--- src/hdl/llbank_defs.svh ---
/*
  Size macros for the message bank: identifier width,
  number of shared slots and full message width
*/

`ifndef LLBANK_DEFS_SVH
`define LLBANK_DEFS_SVH

// Identifier bits at the low end of a message
`define LLB_ID_WIDTH 2

// Slots shared by all identifiers
`define LLB_CAPACITY 16

// Payload plus identifier
`define LLB_MSG_WIDTH 10

`endif

--- src/hdl/llbank_pkg.sv ---
/*
  Shared types of the message bank: identifier, slot address,
  payload, full message and the per-identifier mask
*/

`include "llbank_defs.svh"

package llbank_pkg;

  typedef logic [`LLB_ID_WIDTH-1:0] id_t;

  typedef logic [$clog2(`LLB_CAPACITY)-1:0] addr_t;

  typedef logic [`LLB_MSG_WIDTH-`LLB_ID_WIDTH-1:0] payload_t;

  // Identifier occupies the low bits
  typedef struct packed {
    payload_t payload;
    id_t      id;
  } msg_t;

  // One bit per identifier
  typedef logic [2**`LLB_ID_WIDTH-1:0] id_mask_t;

endpackage

--- src/hdl/link_ram.sv ---
/*
  Single-clock storage array with one write port and
  one registered read port
*/

`timescale 1ns/1ps
`include "llbank_defs.svh"

module link_ram #(
  parameter int Width = 8
) (
  input  logic              clk_i,
  input  logic              we_i,
  input  llbank_pkg::addr_t waddr_i,
  input  logic [Width-1:0]  wdata_i,
  input  logic              re_i,
  input  llbank_pkg::addr_t raddr_i,
  output logic [Width-1:0]  rdata_o
);

  logic [Width-1:0] mem_q [`LLB_CAPACITY];

  // Write lands at the edge
  always_ff @(posedge clk_i) begin
    if (we_i) begin
      mem_q[waddr_i] <= wdata_i;
    end
  end

  // Read data held until the next strobe
  always_ff @(posedge clk_i) begin
    if (re_i) begin
      rdata_o <= mem_q[raddr_i];
    end
  end

endmodule

--- src/hdl/slot_allocator.sv ---
/*
  Occupancy map of the shared slots with set and clear strobes
  and a search for the lowest free slot
*/

`timescale 1ns/1ps
`include "llbank_defs.svh"

module slot_allocator (
  input  logic              clk_i,
  input  logic              rst_ni,
  input  logic              set_i,
  input  logic              clr_i,
  input  llbank_pkg::addr_t set_addr_i,
  input  llbank_pkg::addr_t clr_addr_i,
  output llbank_pkg::addr_t free_addr_o,
  output logic              any_free_o
);
  import llbank_pkg::*;

  logic [`LLB_CAPACITY-1:0] occupied_d;
  logic [`LLB_CAPACITY-1:0] occupied_q;

  // Written slot becomes taken, read slot is released
  always_comb begin
    occupied_d = occupied_q;
    if (clr_i) begin
      occupied_d[clr_addr_i] = 1'b0;
    end
    if (set_i) begin
      occupied_d[set_addr_i] = 1'b1;
    end
  end

  always_ff @(posedge clk_i or negedge rst_ni) begin
    if (!rst_ni) begin
      occupied_q <= '0;
    end else begin
      occupied_q <= occupied_d;
    end
  end

  // Scan downwards so the lowest free slot wins
  always_comb begin
    free_addr_o = '0;
    for (int i = `LLB_CAPACITY - 1; i >= 0; i--) begin
      if (!occupied_q[i]) begin
        free_addr_o = addr_t'(i);
      end
    end
  end

  assign any_free_o = !(&occupied_q);

endmodule

--- src/hdl/id_list_ctrl.sv ---
/*
  List state of one identifier: head, tail, length and the
  one-entry output buffer, with the memory and slot requests
*/

`timescale 1ns/1ps
`include "llbank_defs.svh"

module id_list_ctrl #(
  parameter int Id = 0
) (
  input  logic                 clk_i,
  input  logic                 rst_ni,
  input  logic                 accept_i,
  input  llbank_pkg::id_t      in_id_i,
  input  llbank_pkg::payload_t in_payload_i,
  input  logic                 grant_i,
  input  logic                 out_ready_i,
  input  llbank_pkg::addr_t    free_addr_i,
  input  llbank_pkg::payload_t ram_payload_i,
  input  llbank_pkg::addr_t    ram_next_i,
  output logic                 buf_valid_o,
  output llbank_pkg::payload_t buf_data_o,
  output logic                 pay_we_o,
  output llbank_pkg::addr_t    pay_waddr_o,
  output logic                 nxt_we_o,
  output llbank_pkg::addr_t    nxt_waddr_o,
  output logic                 rd_o,
  output llbank_pkg::addr_t    rd_addr_o,
  output logic                 slot_set_o,
  output logic                 slot_clr_o,
  output llbank_pkg::addr_t    slot_clr_addr_o
);
  import llbank_pkg::*;

  localparam int LenWidth = $clog2(`LLB_CAPACITY + 1);

  addr_t                head_d, head_q, head_act;
  addr_t                tail_d, tail_q;
  logic [LenWidth-1:0]  len_d, len_q;
  logic                 head_from_mem_d, head_from_mem_q;
  payload_t             buf_d, buf_q, buf_act;
  logic                 buf_valid_d, buf_valid_q;
  logic                 buf_from_mem_d, buf_from_mem_q;

  logic my_in;
  logic pop;
  logic list_busy;
  logic rd;
  logic append;
  logic new_list;

  // Head and buffer follow the memory output for one cycle after a read
  assign head_act = head_from_mem_q ? ram_next_i : head_q;
  assign buf_act  = buf_from_mem_q ? ram_payload_i : buf_q;

  assign my_in     = accept_i && (in_id_i == id_t'(Id));
  assign pop       = grant_i && out_ready_i;
  assign list_busy = (len_q != '0);

  // Refill the buffer from the list head
  assign rd = pop && buf_valid_q && list_busy;

  // Input goes to the list unless the buffer can take it
  assign append   = my_in && buf_valid_q && !(pop && !list_busy);
  assign new_list = (len_q == '0) || (len_q == LenWidth'(1) && pop);

  always_comb begin
    head_d          = head_act;
    tail_d          = tail_q;
    len_d           = len_q;
    head_from_mem_d = 1'b0;
    buf_d           = buf_act;
    buf_valid_d     = buf_valid_q;
    buf_from_mem_d  = 1'b0;

    // Output side first
    if (pop && buf_valid_q) begin
      if (list_busy) begin
        head_from_mem_d = 1'b1;
        buf_from_mem_d  = 1'b1;
        len_d           = len_d - LenWidth'(1);
      end else if (my_in) begin
        buf_d = in_payload_i;
      end else begin
        buf_valid_d = 1'b0;
      end
    end

    // Empty buffer takes the input unless it passes straight through
    if (my_in && !buf_valid_q && !pop) begin
      buf_valid_d = 1'b1;
      buf_d       = in_payload_i;
    end

    if (append) begin
      len_d  = len_d + LenWidth'(1);
      tail_d = free_addr_i;
      if (new_list) begin
        head_d          = free_addr_i;
        head_from_mem_d = 1'b0;
      end
    end
  end

  always_comb begin
    pay_we_o        = append;
    pay_waddr_o     = '0;
    nxt_we_o        = append && !new_list;
    nxt_waddr_o     = '0;
    rd_o            = rd;
    rd_addr_o       = '0;
    slot_set_o      = append;
    slot_clr_o      = rd;
    slot_clr_addr_o = '0;
    if (append) begin
      pay_waddr_o = free_addr_i;
    end
    // Old tail points to the new slot
    if (append && !new_list) begin
      nxt_waddr_o = tail_q;
    end
    if (rd) begin
      rd_addr_o       = head_act;
      slot_clr_addr_o = head_act;
    end
  end

  always_ff @(posedge clk_i or negedge rst_ni) begin
    if (!rst_ni) begin
      len_q           <= '0;
      head_from_mem_q <= 1'b0;
      buf_valid_q     <= 1'b0;
      buf_from_mem_q  <= 1'b0;
    end else begin
      len_q           <= len_d;
      head_from_mem_q <= head_from_mem_d;
      buf_valid_q     <= buf_valid_d;
      buf_from_mem_q  <= buf_from_mem_d;
    end
  end

  always_ff @(posedge clk_i) begin
    head_q <= head_d;
    tail_q <= tail_d;
    buf_q  <= buf_d;
  end

  assign buf_valid_o = buf_valid_q;
  assign buf_data_o  = buf_act;

endmodule

--- src/hdl/release_arbiter.sv ---
/*
  Lowest-enabled-identifier grant and the merge of the
  granted buffer or input payload into the output message
*/

`timescale 1ns/1ps
`include "llbank_defs.svh"

module release_arbiter (
  input  llbank_pkg::id_mask_t buf_valid_i,
  input  logic                 accept_i,
  input  llbank_pkg::id_t      in_id_i,
  input  llbank_pkg::id_mask_t release_en_i,
  input  llbank_pkg::payload_t buf_data_i [2**`LLB_ID_WIDTH],
  input  llbank_pkg::payload_t in_payload_i,
  output llbank_pkg::id_mask_t grant_o,
  output llbank_pkg::msg_t     out_msg_o,
  output logic                 out_valid_o
);
  import llbank_pkg::*;

  localparam int NumIds = 2 ** `LLB_ID_WIDTH;

  id_mask_t in_hit;
  id_mask_t eligible;

  always_comb begin
    in_hit = '0;
    if (accept_i) begin
      in_hit[in_id_i] = 1'b1;
    end
  end

  assign eligible = (buf_valid_i | in_hit) & release_en_i;

  // Isolate the lowest set bit
  assign grant_o     = eligible & (~eligible + id_mask_t'(1));
  assign out_valid_o = |eligible;

  // Empty buffer means the input passes through
  always_comb begin
    out_msg_o = '0;
    for (int i = 0; i < NumIds; i++) begin
      if (grant_o[i]) begin
        out_msg_o.id      = id_t'(i);
        out_msg_o.payload = buf_valid_i[i] ? buf_data_i[i] : in_payload_i;
      end
    end
  end

endmodule

--- src/hdl/llbank_top.sv ---
/*
  Linked-list message bank: per-identifier list controllers,
  slot allocator, release arbiter and the payload and pointer memories
*/

`timescale 1ns/1ps
`include "llbank_defs.svh"

module llbank_top (
  input  logic                 clk_i,
  input  logic                 rst_ni,
  input  llbank_pkg::msg_t     in_msg_i,
  input  logic                 in_valid_i,
  output logic                 in_ready_o,
  input  llbank_pkg::id_mask_t release_en_i,
  output llbank_pkg::msg_t     out_msg_o,
  output logic                 out_valid_o,
  input  logic                 out_ready_i
);
  import llbank_pkg::*;

  localparam int NumIds = 2 ** `LLB_ID_WIDTH;

  logic     accept;
  addr_t    free_addr;
  logic     any_free;
  id_mask_t grant;

  id_mask_t buf_valid;
  payload_t buf_data [NumIds];
  id_mask_t pay_we, nxt_we, rd, slot_set, slot_clr;
  addr_t    pay_waddr [NumIds];
  addr_t    nxt_waddr [NumIds];
  addr_t    rd_addr [NumIds];
  addr_t    clr_addr [NumIds];

  addr_t    pay_waddr_m, nxt_waddr_m, rd_addr_m, clr_addr_m;
  payload_t ram_payload;
  addr_t    ram_next;

  // Room in the pool or an empty buffer somewhere
  assign in_ready_o = any_free || !(&buf_valid);
  assign accept     = in_valid_i && in_ready_o;

  for (genvar i = 0; i < NumIds; i++) begin : g_ctrl
    id_list_ctrl #(
      .Id(i)
    ) u_ctrl (
      .clk_i           (clk_i),
      .rst_ni          (rst_ni),
      .accept_i        (accept),
      .in_id_i         (in_msg_i.id),
      .in_payload_i    (in_msg_i.payload),
      .grant_i         (grant[i]),
      .out_ready_i     (out_ready_i),
      .free_addr_i     (free_addr),
      .ram_payload_i   (ram_payload),
      .ram_next_i      (ram_next),
      .buf_valid_o     (buf_valid[i]),
      .buf_data_o      (buf_data[i]),
      .pay_we_o        (pay_we[i]),
      .pay_waddr_o     (pay_waddr[i]),
      .nxt_we_o        (nxt_we[i]),
      .nxt_waddr_o     (nxt_waddr[i]),
      .rd_o            (rd[i]),
      .rd_addr_o       (rd_addr[i]),
      .slot_set_o      (slot_set[i]),
      .slot_clr_o      (slot_clr[i]),
      .slot_clr_addr_o (clr_addr[i])
    );
  end

  // At most one writer and one reader per cycle, so OR is enough
  always_comb begin
    pay_waddr_m = '0;
    nxt_waddr_m = '0;
    rd_addr_m   = '0;
    clr_addr_m  = '0;
    for (int i = 0; i < NumIds; i++) begin
      pay_waddr_m = pay_waddr_m | pay_waddr[i];
      nxt_waddr_m = nxt_waddr_m | nxt_waddr[i];
      rd_addr_m   = rd_addr_m | rd_addr[i];
      clr_addr_m  = clr_addr_m | clr_addr[i];
    end
  end

  slot_allocator u_alloc (
    .clk_i       (clk_i),
    .rst_ni      (rst_ni),
    .set_i       (|slot_set),
    .clr_i       (|slot_clr),
    .set_addr_i  (pay_waddr_m),
    .clr_addr_i  (clr_addr_m),
    .free_addr_o (free_addr),
    .any_free_o  (any_free)
  );

  release_arbiter u_arb (
    .buf_valid_i  (buf_valid),
    .accept_i     (accept),
    .in_id_i      (in_msg_i.id),
    .release_en_i (release_en_i),
    .buf_data_i   (buf_data),
    .in_payload_i (in_msg_i.payload),
    .grant_o      (grant),
    .out_msg_o    (out_msg_o),
    .out_valid_o  (out_valid_o)
  );

  link_ram #(
    .Width($bits(payload_t))
  ) u_payload_ram (
    .clk_i   (clk_i),
    .we_i    (|pay_we),
    .waddr_i (pay_waddr_m),
    .wdata_i (in_msg_i.payload),
    .re_i    (|rd),
    .raddr_i (rd_addr_m),
    .rdata_o (ram_payload)
  );

  // Next pointer of the old tail is the slot taken now
  link_ram #(
    .Width($bits(addr_t))
  ) u_next_ram (
    .clk_i   (clk_i),
    .we_i    (|nxt_we),
    .waddr_i (nxt_waddr_m),
    .wdata_i (free_addr),
    .re_i    (|rd),
    .raddr_i (rd_addr_m),
    .rdata_o (ram_next)
  );

endmodule

--- config.mk ---
export PLATFORM = sky130hd
export DESIGN_NAME = llbank_top
export DESIGN_NICKNAME = d
export VERILOG_FILES = /design/src/hdl/llbank_pkg.sv /design/src/hdl/link_ram.sv /design/src/hdl/slot_allocator.sv /design/src/hdl/id_list_ctrl.sv /design/src/hdl/release_arbiter.sv /design/src/hdl/llbank_top.sv
export VERILOG_INCLUDE_DIRS = /design/src /design/src/hdl
export SDC_FILE = /design/constraint.sdc
export NUM_CORES = 1
export LEC_CHECK = 0
export BUFFER_PORTS_ARGS = -buffer_cell sky130_fd_sc_hd__clkbuf_2
export CAP_MARGIN = 40
export CORE_UTILIZATION = 40
export DETAILED_ROUTE_END_ITERATION = 6
export REMOVE_ABC_BUFFERS = 1
export SETUP_SLACK_MARGIN = 0.05
export SLEW_MARGIN = 25
export SYNTH_ARGS = -nofsm -noshare
export SYNTH_HDL_FRONTEND = slang
export SYNTH_SLANG_ARGS = --single-unit
--- constraint.sdc ---
create_clock -name clk_i -period 3.56 [get_ports clk_i]
set_input_delay 0.534 -clock clk_i [delete_from_list [all_inputs] [get_ports clk_i]]
set_output_delay 0.534 -clock clk_i [all_outputs]
set_load 0.01 [all_outputs]
==> impl_metrics.env, run 1 <==
export IMPL_status="complete, no violations"
export IMPL_dieHeight_um=192
export IMPL_worst_slew_pin_slew_ns=0.717
export IMPL_post_drt_via_cell_ratio=5.92
export IMPL_slew_viol_final=0
export IMPL_grt_use_total_pct=21.4
export IMPL_antenna_cells=0
export IMPL_synth_cell_types=82
export IMPL_hp_class="in -> async"
export IMPL_vias=10500
export IMPL_ir_worst_vdd_mv=0.474
export IMPL_synth_top_area_share_pct=46.0
export IMPL_cp_end_kind="output port"
export IMPL_seq_area_mm2=0.00877
export IMPL_drc=0
export IMPL_reg2reg_from="g_ctrl[0].u_ctrl.len_q[1]"
export IMPL_r2r_slack_ns=0.13
export IMPL_max_freq_mhz=284
export IMPL_drt_iter0_drc=1329
export IMPL_antenna_found_initial=0
export IMPL_cts_root_buffer="clkbuf_16"
export IMPL_syn_area_per_cell_um2=12.4
export IMPL_ys_warnings_count=0
export IMPL_dp_worst_setup_slack_ns=-0.0844
export IMPL_clk_transition_reported_paths_ns=0.06
export IMPL_synth_edff_count=220
export IMPL_io_pins=30
export IMPL_cts_buffer_depth=3
export IMPL_synth_seq_cells=316
export IMPL_start_util_pct=40.5
export IMPL_clk_latency_ns=0.52
export IMPL_cts_sinks=316
export IMPL_final_common_cell="edfxtp_1"
export IMPL_slew_headroom_pct=51.9
export IMPL_dr_pass1_iters=7
export IMPL_rsz0062_at_grt="true"
export IMPL_fillers=3062
export IMPL_rr_worst_depth=11
export IMPL_dp_hpwl_um=25500
export IMPL_nNetsFinal=1320
export IMPL_syn_area_mm2=0.0144
export IMPL_wl_per_cell_um=22.3
export IMPL_core_area_mm2=0.0355
export IMPL_p_leak_nw=6.39
export IMPL_cp_arrival_ns=2.98
export IMPL_crit_fanout=14
export IMPL_overflow=0
export IMPL_drive_gt1_share_pct=25.0
export IMPL_die_w_um=192
export IMPL_portBuffers=29
export IMPL_synth_top_area_cell="edfxtp_1"
export IMPL_powerDensity_mw_per_mm2=799
export IMPL_finalWorstSetupSlack_ns=0.0425
export IMPL_syn_inst=1158
export IMPL_multi_input_area_mm2=0.00553
export IMPL_setup_viol=0
export IMPL_numCtsBuffers=35
export IMPL_finalNonFillerCells=1778
export IMPL_cts_tree="done"
export IMPL_r2r_end="u_next_ram.mem_q[2][2]"
export IMPL_area_delta_synth_final_pct=21.9
export IMPL_min_period_over_period_pct=98.8
export IMPL_dp_cells=1693
export IMPL_fp_row_count=69
export IMPL_skew_ns=0.0208
export IMPL_grt_max_degree=50
export IMPL_grt_pass1_vias=10200
export IMPL_drt_wl_total_um=39700
export IMPL_cts_max_level=2
export IMPL_synth_area_top_cells="edfxtp_1 46%, dfrtp_1 8.4%, dfxtp_1 6.7%"
export IMPL_crit_type="reg -> out"
export IMPL_gp_congestion=0.838
export IMPL_mostFrequentLayoutCells="220 x edfxtp_1, 116 x buf_4, 67 x mux2i_1, 67 x a21oi_1, 62 x nand3_1"
export IMPL_grt_pass1_wl_um=59800
export IMPL_final_antenna_net_count=0
export IMPL_post_route_min_period_ns=3.52
export IMPL_synth_main_ff_cell="edfxtp_1"
export IMPL_async_flop_share_pct=15.2
export IMPL_dieArea_mm2=0.0367
export IMPL_seq_area_frac_synth_pct=61.0
export IMPL_cp_start_kind="register"
export IMPL_required_ns=3.03
export IMPL_fin_tns_setup_ns=0
export IMPL_maxCapViolCount=0
export IMPL_hold_viol=0
logic make-up after synthesis:
kind of cell / share of synthesized area (%)
AND/OR/NAND/NOR: 12.2
flip-flops: 61.0
AO/OA/AOI/OAI: 14.3
buffers and inverters: 3.19
multiplexers: 7.33
XOR/XNOR: 0.915
adder cells (fa/ha/maj): 1.05
through the flow:
stage / area [um^2] / utilization, % / hold slack [ns] / total power, W
6_report: 17500 / 49.4 / 0.0694 / 0.0140
5_1_grt: 17500 / 49.4 / 0.0970 / 0.0147
4_1_cts: 17200 / 48.6 / 0.0816 / 0.0138
3_5_place_dp: 15900 / 44.7 / 0.519 / 0.0101
3_3_place_gp: 15900 / 44.7 / 0.503 / 0.0100
2_1_floorplan: 14000 / - / 0.238 / 0.00797
routing by layer:
metal / global-route usage [%] / vias to the layer above / share of wire [%]
li1: - / 4837 / -
met1: 29.2 / 5170 / 42
met2: 34.4 / 449 / 48
met3: 3.82 / 70 / 7.6
met4: 6.78 / 0 / 2.4
met5: 0 / - / 0
critical path: stages, from the launching register on:
cell,delay [ns]
dfrtp_1,0.42
and4_1,0.19
and2b_4,0.20
buf_12,0.13
a2111o_1,0.45
nand3_2,0.12
nor2_1,0.07
buf_6,0.17
a2111oi_0,0.32
buf_4,0.19
a21oi_2,0.03
buf_2,0.14
repair_timing:
item / 4_1_cts / 5_1_grt
pin swaps: 18 / 11
gates resized for setup: 45 / 40
buffers inserted: 11 / 5
endpoints found under the setup margin: 26 / 59
gates cloned: 1 / 3
hold buffers: 0 / 0
synth_stat cells (all sizes together) (36+ instances only):
library cell and count:
mux2i 67, a21oi 73, edfxtp 220, nor3 39
clkbuf 54, dfxtp 48, nor2 62, inv 36
o21ai 46, nand2 51, a222oi 48, dfrtp 48
nand3 63
area by class of cell:
cell class	count	share of cell area [%]
Clock buffer	44	5.25
Clock inverter	20	0.993
Inverter	37	0.793
Multi-Input combinational cell	731	31.6
Sequential cell	316	50.1
Tap cell	461	3.29
Timing Repair Buffer	169	8.03
worst max-delay path by stage:
stage | endpoint | cells past startpoint | startpoint | slack [ns]
6_report | out_msg_o[8] | 11 | u_alloc.occupied_q[3] | 0.04
5_1_grt | out_msg_o[8] | 11 | u_alloc.occupied_q[1] | -0.03
4_1_cts | out_msg_o[2] | 10 | u_alloc.occupied_q[0] | -0.004
3_5_place_dp | u_payload_ram.rdata_o[6] | 10 | in_msg_i[0] | -0.08
3_3_place_gp | u_next_ram.mem_q[12][0] | 10 | release_en_i[0] | -0.06
2_1_floorplan | u_next_ram.rdata_o[0] | 8 | g_ctrl[3].u_ctrl.buf_valid_o | -1.75
report_power, final:
part           total [W]  leakage (nW)  internal [W]  switching (W)
Sequential       0.00521          3.05       0.00477       0.000437
Combinational    0.00535          2.82       0.00226        0.00309
Clock            0.00343         0.523       0.00194        0.00149
Total             0.0140          6.39       0.00897        0.00502
flip-flops by register name, indices dropped and copies added (netlist names):
signal and cells:
g_ctrl.u_ctrl.buf_valid_o 4, u_next_ram.mem_q 64, u_payload_ram.rdata_o 8, g_ctrl.u_ctrl.head_from_mem_q 4, g_ctrl.u_ctrl.head_q 16, g_ctrl.u_ctrl.buf_q 32
g_ctrl.u_ctrl.len_q 20, u_alloc.occupied_q 16, u_payload_ram.mem_q 128, g_ctrl.u_ctrl.buf_from_mem_q 4, g_ctrl.u_ctrl.tail_q 16, u_next_ram.rdata_o 4
No activity file was read; power rests on OpenSTA's default activity.
==> run 2: changes to the inputs <==
- CELL_PAD_IN_SITES_DETAIL_PLACEMENT: unset -> 0
- CELL_PAD_IN_SITES_GLOBAL_PLACEMENT: unset -> 1
- PLACE_DENSITY_LB_ADDON: unset -> 0.1
- SETUP_SLACK_MARGIN: 0.05 -> 0.1
==> impl_metrics.env, run 2 (synthesis gave the netlist of run 1 again) <==
export IMPL_switching_share_pct=35.1
export IMPL_drive_gt1_share_pct=27.6
export IMPL_cp_arrival_ns=3.08
export IMPL_cts_buffer_depth=3
export IMPL_clk_transition_reported_paths_ns=0.06
export IMPL_numCtsBuffers=37
export IMPL_fp_row_count=69
export IMPL_drt_iter0_drc=906
export IMPL_grt_max_degree=51
export IMPL_p_sw_w=0.00504
export IMPL_drc=0
export IMPL_grt_use_total_pct=22.7
export IMPL_dp_hpwl_um=26600
export IMPL_cp_start_kind="register"
export IMPL_critPathBufInv=3
export IMPL_violations="setup timing"
export IMPL_status="complete, but fails checks"
export IMPL_cp_end_kind="output port"
export IMPL_slew_headroom_pct=47.5
export IMPL_final_antenna_net_count=0
export IMPL_maxCapViolCount=0
export IMPL_worst_slew_pin_slew_ns=0.784
export IMPL_rsz0062_at_grt="true"
export IMPL_seqPwrFrac_pct=36.2
export IMPL_overflow=0
export IMPL_start_util_pct=40.5
export IMPL_hold_viol=0
export IMPL_portBuffers=29
export IMPL_core_area_mm2=0.0355
export IMPL_hold_slack_ns=0.129
export IMPL_crit_fanout=4
export IMPL_placed_area_mm2=0.0160
export IMPL_skew_ns=0.0224
export IMPL_clkPwrFrac_pct=26.4
export IMPL_drt_wl_total_um=40900
export IMPL_grt_pass1_vias=10500
export IMPL_finalWorstSetupSlack_ns=-0.0515
export IMPL_hp_class="in -> async"
export IMPL_fin_util_pct=50.5
export IMPL_reg_top3="u_payload_ram.mem_q: 128 flops, u_next_ram.mem_q: 64 flops, g_ctrl.u_ctrl.buf_q: 32 flops"
export IMPL_clk_latency_ns=0.54
export IMPL_r2r_slack_ns=0.14
export IMPL_crit_type="reg -> out"
export IMPL_grt_pass1_wl_um=62800
export IMPL_io_pins=30
export IMPL_antenna_found_initial=0
export IMPL_crit_chain="and4_4, and3_4, a2111oi_4, buf_4, nor2_2, or3_4, buf_6, a211oi_2, a2111oi_2, a21oi_1, buf_2"
export IMPL_fin_tns_setup_ns=-0.0515
export IMPL_area_delta_synth_final_pct=24.6
export IMPL_slew_viol_final=0
export IMPL_powerDensity_mw_per_mm2=801
export IMPL_slowest_delay_ns=0.43
export IMPL_dieHeight_um=192
export IMPL_gp_congestion=0.811
export IMPL_p_leak_nw=6.62
export IMPL_die_w_um=192
export IMPL_setup_viol=1
export IMPL_vias=10500
export IMPL_postLayoutCellArea_mm2=0.0179
export IMPL_cts_max_level=2
export IMPL_largest_reg_flops=128
export IMPL_regMostFlops="u_payload_ram.mem_q"
export IMPL_dr_pass1_iters=7
export IMPL_min_period_over_period_pct=101
export IMPL_crit_family="compound AO/OA/AOI/OAI gates"
export IMPL_final_common_cell="edfxtp_1"
export IMPL_dieArea_mm2=0.0367
export IMPL_post_route_min_period_ns=3.61
export IMPL_ir_worst_vdd_mv=0.549
export IMPL_mostFrequentLayoutCells="220 x edfxtp_1, 150 x buf_4, 71 x a21oi_1"
export IMPL_cts_tree="done"
export IMPL_slowest_stage="dfrtp_1"
export IMPL_required_ns=3.03
export IMPL_combPwrFrac_pct=37.5
export IMPL_nNetsFinal=1356
export IMPL_max_freq_mhz=277
export IMPL_p_int_w=0.00930
export IMPL_cts_root_buffer="clkbuf_16"
export IMPL_cts_sinks=316
export IMPL_wl_per_cell_um=22.5
export IMPL_post_drt_via_cell_ratio=5.78
run 2: cell types whose count changed in the layout (fill, tap and decap cells not counted), sizes merged:
cell and delta:
buf +40, inv +2, clkinv -2, bufinv +3
clkinvlp -1, or3 -1, diode +1, a221o -1
clkbuf -4
run 2: area by class of cell:
cell class              count  area, um^2
flip-flops and latches    316        8770
diodes                      1        2.50
multi-input cells         729        5550
inverters                  37         139
clock inverters            22         241
well taps                 461         577
fillers                  3168       17600
clock buffers              44         962
repair buffers            205        1660
run 2: what timing repair did:
item	in CTS	in global routing
buffers inserted	24	14
pin swaps	12	30
hold buffers	0	0
gates cloned	0	1
gates resized for setup	31	68
setup endpoints to repair	46	85
run 2: power by group through the flow:
stage / sequential, W / clock [W] / combinational, W
6_report: 0.00519 / 0.00378 / 0.00537
4_1_cts: 0.00519 / 0.00387 / 0.00512
3_3_place_gp: 0.00526 / 0 / 0.00488
5_1_grt: 0.00526 / 0.00401 / 0.00587
2_1_floorplan: 0.00518 / 0 / 0.00279
3_5_place_dp: 0.00527 / 0 / 0.00493
run 2: routing by layer:
metal,vias to the layer above,global-route usage (%),share of wire (%)
met5,-,0,0
met1,5243,31.6,46
met4,0,7.51,2.4
li1,4893,-,-
met3,57,2.70,4.5
met2,298,36.8,47
run 2: worst paths after layout:
path                       cells past startpoint                         start                         to
max                                           11  g_ctrl[0].u_ctrl.buf_valid_o               out_msg_o[2]
min                                            2                        rst_ni  g_ctrl[2].u_ctrl.len_q[3]
max reg2reg                                   13  g_ctrl[0].u_ctrl.buf_valid_o     u_next_ram.mem_q[2][3]
min reg2reg                                    2     g_ctrl[3].u_ctrl.buf_q[3]  g_ctrl[3].u_ctrl.buf_q[3]
max in group asynchronous                      2                        rst_ni     u_alloc.occupied_q[14]
min in group clk_i                             1                   in_msg_i[3]  u_payload_ram.mem_q[7][1]
run 2: stage by stage:
| stage | setup WS [ns] | total power, W | instances |
|---|---|---|---|
| finish | -0.0515 | 0.0143 | 1815 |
| global route | -0.117 | 0.0151 | 1814 |
| CTS | -0.0496 | 0.0142 | 1799 |
| detailed placement | -0.0323 | 0.0102 | 1709 |
| global placement | -0.298 | 0.0101 | 1708 |
| floorplan | -1.75 | 0.00797 | 1082 |
